### src/hw/histogram_macros.svh
`ifndef HISTOGRAM_MACROS_SVH
`define HISTOGRAM_MACROS_SVH

// time-bin index width, 16 bins per pixel
`define BIN_BITS 4

// pixel index width, 8 pixels
`define PIX_BITS 3

// histogram count width
// counts wrap modulo 2**CNT_BITS
`define CNT_BITS 8

// accepted events that close one frame
`define FRAME_EVENTS 200

`endif

### src/hw/histMemPkg.sv
`include "histogram_macros.svh"

package histMemPkg;

    // time-bin index inside one pixel histogram
    typedef logic [`BIN_BITS-1:0] binIdx;

    // one histogram word
    typedef logic [`CNT_BITS-1:0] histCount;

    // event address, also the histogram RAM address
    // pixel in the upper bits so a sweep walks one pixel's bins in order
    typedef struct packed {
        logic [`PIX_BITS-1:0] pixel;
        binIdx                bin;
    } histAddr;

    // command bundle to the histogram RAM
    // addr is the read address, a write goes to the word read one cycle earlier
    typedef struct packed {
        histAddr  addr;
        logic     wrEn;
        logic     rdEn;
        histCount wrData;
    } memPort;

endpackage

### src/hw/histPeakPkg.sv
`include "histogram_macros.svh"

package histPeakPkg;

    // result RAM address, one word per pixel
    typedef logic [`PIX_BITS-1:0] pixelIdx;

    // peak of one pixel histogram
    // lowest bin wins on equal counts
    typedef struct packed {
        histMemPkg::binIdx    peakBin;
        histMemPkg::histCount peakCount;
    } peakRec;

endpackage

### src/hw/histRam.sv
`timescale 1ns/100ps

module histRam #(
    parameter type wordT = logic [7:0],
    parameter int depthBits = 4
) (
    input  logic                 clk,
    input  logic                 wrEn,
    input  logic [depthBits-1:0] wrAddr,
    input  wordT                 wrData,
    input  logic                 rdEn,
    input  logic [depthBits-1:0] rdAddr,
    output wordT                 rdData
);

    // storage array
    wordT mem [2**depthBits];

    // write port
    always_ff @(posedge clk) begin
        if (wrEn) begin
            mem[wrAddr] <= wrData;
        end
    end

    // registered read port
    // same address as a write in this cycle returns the old word
    always_ff @(posedge clk) begin
        if (rdEn) begin
            rdData <= mem[rdAddr];
        end
    end

endmodule

### src/hw/histBuilder.sv
`timescale 1ns/100ps
`include "histogram_macros.svh"

module histBuilder (
    input  logic                 clk,
    input  logic                 res,
    input  logic                 wrEn,
    input  histMemPkg::histAddr  addr,
    input  histMemPkg::histCount rdData,
    input  histMemPkg::memPort   scanCmd,
    input  logic                 scanActive,
    output histMemPkg::memPort   histCmd,
    output logic                 buildDone,
    output logic                 building
);

    import histMemPkg::*;

    // event counter width, holds 0 .. FRAME_EVENTS
    localparam int EvW = $clog2(`FRAME_EVENTS + 1);

    typedef enum logic [1:0] {
        Idle,
        Build,
        LastWr
    } stateT;

    stateT          state;
    stateT          stateNext;
    logic [EvW-1:0] evCnt;
    logic           accept;
    logic           frameEnd;
    logic           pendQ;
    logic           fwdQ;
    histAddr        evAddrQ;
    histCount       fwdData;
    histCount       baseCnt;
    histCount       incCnt;
    memPort         ownCmd;

    // frame is closing, from the last write until the sweep takes over
    assign building = (state == LastWr) || buildDone;

    // events while closing or sweeping are dropped
    assign accept = wrEn && !building && !scanActive;

    // this event is number FRAME_EVENTS
    assign frameEnd = accept && (evCnt == EvW'(`FRAME_EVENTS - 1));

    // same bin as the previous event, RAM data is stale
    assign baseCnt = fwdQ ? fwdData : rdData;
    assign incCnt  = baseCnt + histCount'(1);

    // read now, write the increment next cycle
    // the write address is the previous read address, kept in the top
    assign ownCmd.addr   = addr;
    assign ownCmd.rdEn   = accept;
    assign ownCmd.wrEn   = pendQ;
    assign ownCmd.wrData = incCnt;

    // RAM belongs to the peak finder while no frame is open
    assign histCmd = ((state != Idle) || accept) ? ownCmd : scanCmd;

    // next state
    always_comb begin
        stateNext = state;
        case (state)
            Idle, Build: begin
                if (frameEnd) begin
                    stateNext = LastWr;
                end else if (accept) begin
                    stateNext = Build;
                end
            end
            // write of the final event
            LastWr: begin
                stateNext = Idle;
            end
            default: begin
                stateNext = Idle;
            end
        endcase
    end

    always_ff @(posedge clk or negedge res) begin
        if (!res) begin
            state     <= Idle;
            evCnt     <= '0;
            pendQ     <= 1'b0;
            fwdQ      <= 1'b0;
            buildDone <= 1'b0;
        end else begin
            state     <= stateNext;
            // one cycle after the last write
            buildDone <= (state == LastWr);
            // increment due next cycle
            pendQ     <= accept;
            // back-to-back hit on the bin being written
            fwdQ      <= accept && pendQ && (addr == evAddrQ);
            if (frameEnd) begin
                evCnt <= '0;
            end else if (accept) begin
                evCnt <= evCnt + 1'b1;
            end
        end
    end

    // address of the pending write and the count going into the RAM
    always_ff @(posedge clk) begin
        if (accept) begin
            evAddrQ <= addr;
        end
        fwdData <= incCnt;
    end

endmodule

### src/hw/peakFinder.sv
`timescale 1ns/100ps

module peakFinder (
    input  logic                 clk,
    input  logic                 res,
    input  logic                 buildDone,
    input  histMemPkg::histCount rdData,
    output histMemPkg::memPort   scanCmd,
    output logic                 scanActive,
    output logic                 resWrEn,
    output histPeakPkg::pixelIdx resAddr,
    output histPeakPkg::peakRec  resData,
    output logic                 peakDone
);

    import histMemPkg::*;
    import histPeakPkg::*;

    logic     reading;
    logic     rdPendQ;
    logic     finishQ;
    logic     clearMode;
    histAddr  scanAddr;
    histAddr  rdAddrQ;
    histCount maxCnt;
    binIdx    maxBin;
    histCount curCnt;
    binIdx    curBin;
    logic     lastBin;
    logic     lastWord;

    // read one word per cycle, zero the word read last cycle
    assign scanCmd.addr   = scanAddr;
    assign scanCmd.rdEn   = reading;
    assign scanCmd.wrEn   = rdPendQ;
    assign scanCmd.wrData = '0;

    // reads, data return and the final result write
    assign scanActive = reading | rdPendQ | finishQ;

    assign lastBin  = (rdAddrQ.bin == '1);
    assign lastWord = lastBin && (rdAddrQ.pixel == '1);

    // running maximum including the word now on rdData
    // bin 0 restarts the search for a new pixel
    // strictly greater keeps the lower bin on a tie
    always_comb begin
        if ((rdAddrQ.bin == '0) || (rdData > maxCnt)) begin
            curCnt = rdData;
            curBin = rdAddrQ.bin;
        end else begin
            curCnt = maxCnt;
            curBin = maxBin;
        end
    end

    always_ff @(posedge clk or negedge res) begin
        if (!res) begin
            // clearing sweep starts straight out of reset
            reading   <= 1'b1;
            rdPendQ   <= 1'b0;
            finishQ   <= 1'b0;
            clearMode <= 1'b1;
            scanAddr  <= '0;
            resWrEn   <= 1'b0;
            peakDone  <= 1'b0;
        end else begin
            rdPendQ  <= reading;
            finishQ  <= rdPendQ && lastWord;
            // peak of a pixel is known on its last bin
            resWrEn  <= rdPendQ && lastBin && !clearMode;
            // one cycle after the final result write
            peakDone <= finishQ && !clearMode;
            if (finishQ) begin
                clearMode <= 1'b0;
            end
            if (buildDone && !scanActive) begin
                reading  <= 1'b1;
                scanAddr <= '0;
            end else if (reading) begin
                if (scanAddr == '1) begin
                    reading <= 1'b0;
                end
                scanAddr <= histAddr'(scanAddr + 1'b1);
            end
        end
    end

    // address tag of the returning word, maximum and result payload
    always_ff @(posedge clk) begin
        rdAddrQ <= scanAddr;
        if (rdPendQ) begin
            maxCnt <= curCnt;
            maxBin <= curBin;
        end
        if (rdPendQ && lastBin) begin
            resAddr <= rdAddrQ.pixel;
            resData <= '{peakBin: curBin, peakCount: curCnt};
        end
    end

endmodule

### src/hw/histogramTop.sv
`timescale 1ns/100ps

module histogramTop (
    input  logic                 clk,
    input  logic                 res,
    input  logic                 wrEn,
    input  histMemPkg::histAddr  addr,
    input  logic                 resultRd,
    input  histPeakPkg::pixelIdx resultPixel,
    output histPeakPkg::peakRec  result,
    output logic                 buildDone,
    output logic                 peakDone,
    output logic                 busy
);

    import histMemPkg::*;
    import histPeakPkg::*;

    memPort   histCmd;
    memPort   scanCmd;
    histCount histRd;
    histAddr  wbAddr;
    logic     building;
    logic     scanActive;
    logic     resWrEn;
    pixelIdx  resAddr;
    peakRec   resData;

    // no events taken while a frame closes or a sweep runs
    assign busy = building | scanActive;

    // writes go back to the word read one cycle earlier
    always_ff @(posedge clk) begin
        wbAddr <= histCmd.addr;
    end

    // histogram store
    histRam #(
        .wordT     (histCount),
        .depthBits ($bits(histAddr))
    ) histMem (
        .clk    (clk),
        .wrEn   (histCmd.wrEn),
        .wrAddr (wbAddr),
        .wrData (histCmd.wrData),
        .rdEn   (histCmd.rdEn),
        .rdAddr (histCmd.addr),
        .rdData (histRd)
    );

    // per-pixel peak store, read from outside
    histRam #(
        .wordT     (peakRec),
        .depthBits ($bits(pixelIdx))
    ) resMem (
        .clk    (clk),
        .wrEn   (resWrEn),
        .wrAddr (resAddr),
        .wrData (resData),
        .rdEn   (resultRd),
        .rdAddr (resultPixel),
        .rdData (result)
    );

    histBuilder builder0 (
        .clk        (clk),
        .res        (res),
        .wrEn       (wrEn),
        .addr       (addr),
        .rdData     (histRd),
        .scanCmd    (scanCmd),
        .scanActive (scanActive),
        .histCmd    (histCmd),
        .buildDone  (buildDone),
        .building   (building)
    );

    peakFinder finder0 (
        .clk        (clk),
        .res        (res),
        .buildDone  (buildDone),
        .rdData     (histRd),
        .scanCmd    (scanCmd),
        .scanActive (scanActive),
        .resWrEn    (resWrEn),
        .resAddr    (resAddr),
        .resData    (resData),
        .peakDone   (peakDone)
    );

endmodule

### config.mk
export PLATFORM = sky130hd
export DESIGN_NAME = histogramTop
export DESIGN_NICKNAME = d
export VERILOG_FILES = /design/src/hw/histMemPkg.sv /design/src/hw/histPeakPkg.sv /design/src/hw/histRam.sv /design/src/hw/histBuilder.sv /design/src/hw/peakFinder.sv /design/src/hw/histogramTop.sv
export VERILOG_INCLUDE_DIRS = /design/src /design/src/hw
export SDC_FILE = /design/constraint.sdc
export NUM_CORES = 2
export LEC_CHECK = 0
export ABC_AREA = 1
export CAP_MARGIN = 0
export CELL_PAD_IN_SITES_DETAIL_PLACEMENT = 1
export CELL_PAD_IN_SITES_GLOBAL_PLACEMENT = 1
export CORE_MARGIN = 2
export CORE_UTILIZATION = 50
export CTS_CLUSTER_DIAMETER = 60
export DETAILED_ROUTE_END_ITERATION = 12
export DONT_BUFFER_PORTS = 1
export GPL_TIMING_DRIVEN = 0
export PLACE_DENSITY_LB_ADDON = 0.05
export SETUP_SLACK_MARGIN = 0.5
export SLEW_MARGIN = 40
export SYNTH_ARGS = -nofsm -noshare
export SYNTH_HDL_FRONTEND = slang
export SYNTH_SLANG_ARGS = --single-unit
### constraint.sdc
create_clock -name clk -period 8.76 [get_ports clk]
set_input_delay 1.314 -clock clk [delete_from_list [all_inputs] [get_ports clk]]
set_output_delay 1.314 -clock clk [all_outputs]
set_load 0.01 [all_outputs]
# Yosys cells after proc, flatten, opt, wreduce, memory -nomap -nowiden
# Memory sizes are Yosys's and may differ from the RTL's. A register that Yosys moved wholly into a read port is not among the register bits.
# Cells that the tools add are included.
# totals
ff_bits,82
in_bits,14
memories,2
ram_bits,1120
elab_cells,83
output_inout_bits,15
# mem_list
name,words,width,read_ports,rd_ports_with_merged_regs,wr,line_no,source
histMem.mem,128,8,1,1,1,histRam.sv:17,wordT mem [2**depthBits];
resMem.mem,8,12,1,1,1,histRam.sv:17,
# op_classes
eq_ne,8
addsub,3
magnitude_cmp,1
muxes,18
n_reduce_logical,23
bitwise_logic,3
# op_table
op,count
8-bit 2-to-1 mux,4
17-bit 2-to-1 mux,1
"8-bit by 1-bit adder with 8-bit output, second input constant",2
7-bit 2-to-1 mux,2
1-bit logical AND,11
"8-bit equality test, second input constant",1
8-bit > comparator,1
"7-bit by 1-bit adder with 7-bit output, second input constant",1
7-bit equality test,1
"7-bit equality test, second input constant",1
1-bit 2-to-1 mux,7
2-bit 2-to-1 mux,3
2-bit nonzero test,3
"4-bit equality test, second input constant",1
4-bit zero test,1
4-bit 2-to-1 mux,1
"3-bit equality test, second input constant",1
1-bit zero test,3
1-bit logical OR,3
"3-bit by 1-bit != test with 1-bit output, second input constant",1
1-bit bitwise OR,3
"2-bit by 1-bit equality test with 1-bit output, second input constant",1
"2-bit equality test, second input constant",1
2-bit zero test,1
2-bit OR reduction,1

# Longest topological paths before layout
# logic_depth
ltp_word,9
mapped_depth,19

# By module
# A second synthesis with hierarchy kept.
# hier_totals
cells_unflattened,4431
hier_area_um2,50583.5
# by_module_without_submodules
module,seq_area_each_um2,n_inst,cells_per_inst,area_each_um2
histRam (histMem),30989.7,1,3575,42184.2
histRam (resMem),3243.1,1,445,4599.4
peakFinder,1278.7,1,189,2019.4
histBuilder,695.7,1,212,1629.1
histogramTop,140.1,1,10,151.4

# Worst setup path after synthesis
# OpenSTA, ideal clock, no wires.
# synth_timing
path_kind,input-to-reg
start,in wrEn
end,"mem histMem.mem[0][2] (netlist name), data pin"
setup_ns,0.801
stages,5
path_buffers,1
path_slack_ns,2.930
required_ns,7.959
arrival_time_ns,5.029
cell_sequence,nand3_1 > o21ai_4 > inv_2 > buf_1 > nor2_1
# synth_lines
element,line_no,source
from (decl),histogramTop.sv:6,"input logic wrEn,"
to (decl),histRam.sv:17,

# Final worst setup path
# layout_timing
start,reg finder0.rdPendQ
end,"reg histMem.rdData[1] (netlist name), read port of histMem.mem, data pin"
# layout_between
elab_chain_len,6
# layout_lines
element,line_no,source
from (decl),peakFinder.sv:20,logic rdPendQ;
from (signal assigned),peakFinder.sv:68,rdPendQ <= reading;
1-bit bitwise OR * (2 in series),peakFinder.sv:39,assign scanActive = reading | rdPendQ | finishQ;
1-bit zero test *,histBuilder.sv:45,assign accept = wrEn && !building && !scanActive;
1-bit logical AND *,histBuilder.sv:45,
1-bit logical OR,histBuilder.sv:62,assign histCmd = ((state != Idle) || accept) ? ownCmd : scanCmd;
17-bit 2-to-1 mux *,histBuilder.sv:62,
to (decl),histRam.sv:13,output wordT rdData
# Mark *: on every way between the ends. The rest lies on a longest branch, timed or not.
# A chain may end at the register's enable or synchronous reset.

==> impl_metrics.ini <==
[floorplan]
die_w_um = 328
die_y_um = 328
die_area_sq_um = 108000
ioPinCount = 29
core_sq_um = 104000
rows = 118
initial_core_util = 0.506

[timing]
slew_headroom = 0.357
fin_skew_ns = 0.0207
fin_crit_ns = 4.79
setup_tns_ns = 0
hold_ws_ns = 0.260
finalSetupViolCount = 0
rsz0062_at_grt = false
tightestPinTransition_ns = 0.965
finalMaxSlewViolations = 0
post-route-period-util = 0.547
fmax_mhz = 209
report.final.hold_viol_count = 0

[critical_path]
end_kind = register
reg2reg_setup_slack_ns = 3.97
critPathLaunchType = register
worst-path-max-fanout = 14
regToRegEndpoint = histMem.rdData[1]
cp_data_required_time_ns = 9.23
r2r_start = finder0.rdPendQ
rr_worst_depth = 17
worstPathArrival_ns = 5.26
critPathKind = reg -> reg

[cells_and_area]
drive_gt1_frac = 0.108
nets = 5245
fin_area_sq_um = 60300
fill_cells = 11100
post-route-util = 0.580
syn_to_final_growth_pct = 14.8

[clock_tree]
clock-sinks = 1222
clk_latency_ns = 0.76
clk_pin_slew_ns = 0.06
cts_max_path_buffers = 3
hold_buffers = 0
cts_setup_buffers = 0
cts_max_level = 4
cts_resized = 0
cts-buffers-inserted = 138
tritoncts = built
cts-root-buf = clkbuf_16

[synthesis]
syn_area_sq_um = 52500
avgSynthCellArea_sq_um = 10.5
async_flop_share = 0.0213
synth_cell_types = 41
ys_ff_latch = 1222
yosysMostFrequentCell = nand2_1
synth_top_area_frac = 0.672
synth.largest_area_cell = edfxtp_1
synth_nets = 5038
synth_top_cells_by_count = nand2_1, edfxtp_1, nand3_1
ys_warn_count = 0
synth.top_cells.by_area = edfxtp_1, nand2_1, nand3_1
synth-edff-count = 1174
synthFlopType = edfxtp_1
ys_seq_area_frac = 0.692
synth_cells = 5013

[job]
drv_cap = 0

[placed_design]
dpl.hpwl_um = 130000
place_area_sq_um = 55900
numPortBuffers = 0
place_congestion = 0.919

[global_route]
gr-total-overflow = 0
grt_pass1_wl_um = 264000
grt_max_degree = 27
grt_pass1_vias = 39300
antenna_found_initial = 9
grt_usage = 0.343

[drt]
drc = 0
via_per_inst = 5.73
drt_iter0_markers = 4423
vias = 38400
wl_um = 183000
antenna_left = 0
routedWlPerCell_um = 27.3
dr.pass1.iters = 6

[status]
status = finished, final reports clean

[pwr]
p_per_area_nw_per_um2 = 226
ir_worst_vdd_uv = 197
power.total_uw = 13600
leakagePower_uw = 0.0250

[hold_path]
worstHoldPathType = in -> async
## layer usage
metal | global-route usage | routed length, um | vias to the layer above
li1 | - | - | 16900
met1 | 0.443 | 71800 | 19300
met2 | 0.568 | 87900 | 1830
met3 | 0.0592 | 15100 | 435
met4 | 0.154 | 8340 | 10
met5 | 0 | 63 | -
## worst max-delay path, stage by stage (launching register included)
cell and delay [ns]:
dfrtp_1 0.72, inv_1 0.22, nand3_2 0.20, inv_1 0.08, nand2_1 0.29, nand3_2 0.43
nand2_2 0.45, buf_2 0.43, buf_2 0.43, nand2_1 0.09, nand3_1 0.09, nand3_1 0.17
nand3_1 0.21, nand3_1 0.10, nand3_1 0.22, nand2_1 0.14, nand2_1 0.09, nand2_1 0.14
## worst max-delay path by stage
stage	startpoint	endpoint	slack, ns	cells past startpoint
2_1_floorplan	wrEn	histMem.mem[0][2]	2.93	5
3_3_place_gp	wrEn	histMem.mem[69][4]	-3.46	5
3_5_place_dp	wrEn	histMem.rdData[5]	4.02	16
4_1_cts	finder0.rdPendQ	histMem.rdData[2]	4.14	17
5_1_grt	finder0.rdPendQ	histMem.rdData[5]	3.87	17
6_report	finder0.rdPendQ	histMem.rdData[1]	3.97	17
## power breakdown
part / internal, uW / switching, uW / leakage, uW
Clock: 3260 / 2340 / 0.00208
Sequential: 6610 / 32.0 / 0.0111
Combinational: 389 / 1010 / 0.0118
## layout make-up
type	count	area (sq um)	area share
diodes	2	5.00	0.0000831
plain buffers	248	1200	0.0199
clock buffers	182	3750	0.0623
clock inverters	59	504	0.00837
inverters	850	3190	0.0530
multi-input cells	2693	12100	0.201
flip-flops and latches	1222	36300	0.603
well taps	1380	1730	0.0287
repair buffers	67	1440	0.0239
## registers in the layout (all words and copies together) (netlist names), 2 cells and up
signal / cells
histMem.mem: 1024
resMem.mem: 96
finder0.resData: 12
resMem.rdData: 12
builder0.evCnt: 8
builder0.fwdData: 8
finder0.maxCnt: 8
histMem.rdData: 8
builder0.evAddrQ: 7
finder0.rdAddrQ: 7
finder0.scanCmd: 7
wbAddr: 7
finder0.maxBin: 4
finder0.resAddr: 3
builder0.state: 2
## through the flow
stage          std cells  setup WS [ns]
2_1_floorplan       5013           2.93
3_3_place_gp        6393          -3.46
3_5_place_dp        6460           4.02
4_1_cts             6701           4.14
5_1_grt             6701           3.87
6_report            6703           3.97
## cell families (layout without fill, tap and decap cells)
family | count (synthesis) | count (layout) | share of synthesized area
simple gates | 2535 | 2535 | 0.204
flops | 1222 | 1222 | 0.692
buf+inv | 1098 | 1406 | 0.0832
compound gates | 126 | 126 | 0.0137
fa+ha+maj | 11 | 11 | 0.00262
xor+xnor | 11 | 11 | 0.00184
mux | 10 | 10 | 0.00207
other cells | 0 | 2 | 0
## layout by cell type, fill, tap and decap left out, types with 40 or more instances in the layout
cell,count
nand2_1,1348
edfxtp_1,1174
nand3_1,900
inv_1,844
buf_2,196
nor2_1,166
clkbuf_16,143
nor2_2,80
clkbuf_1,75
o21ai_0,64
buf_16,40
(Power assumes the default switching activity.)
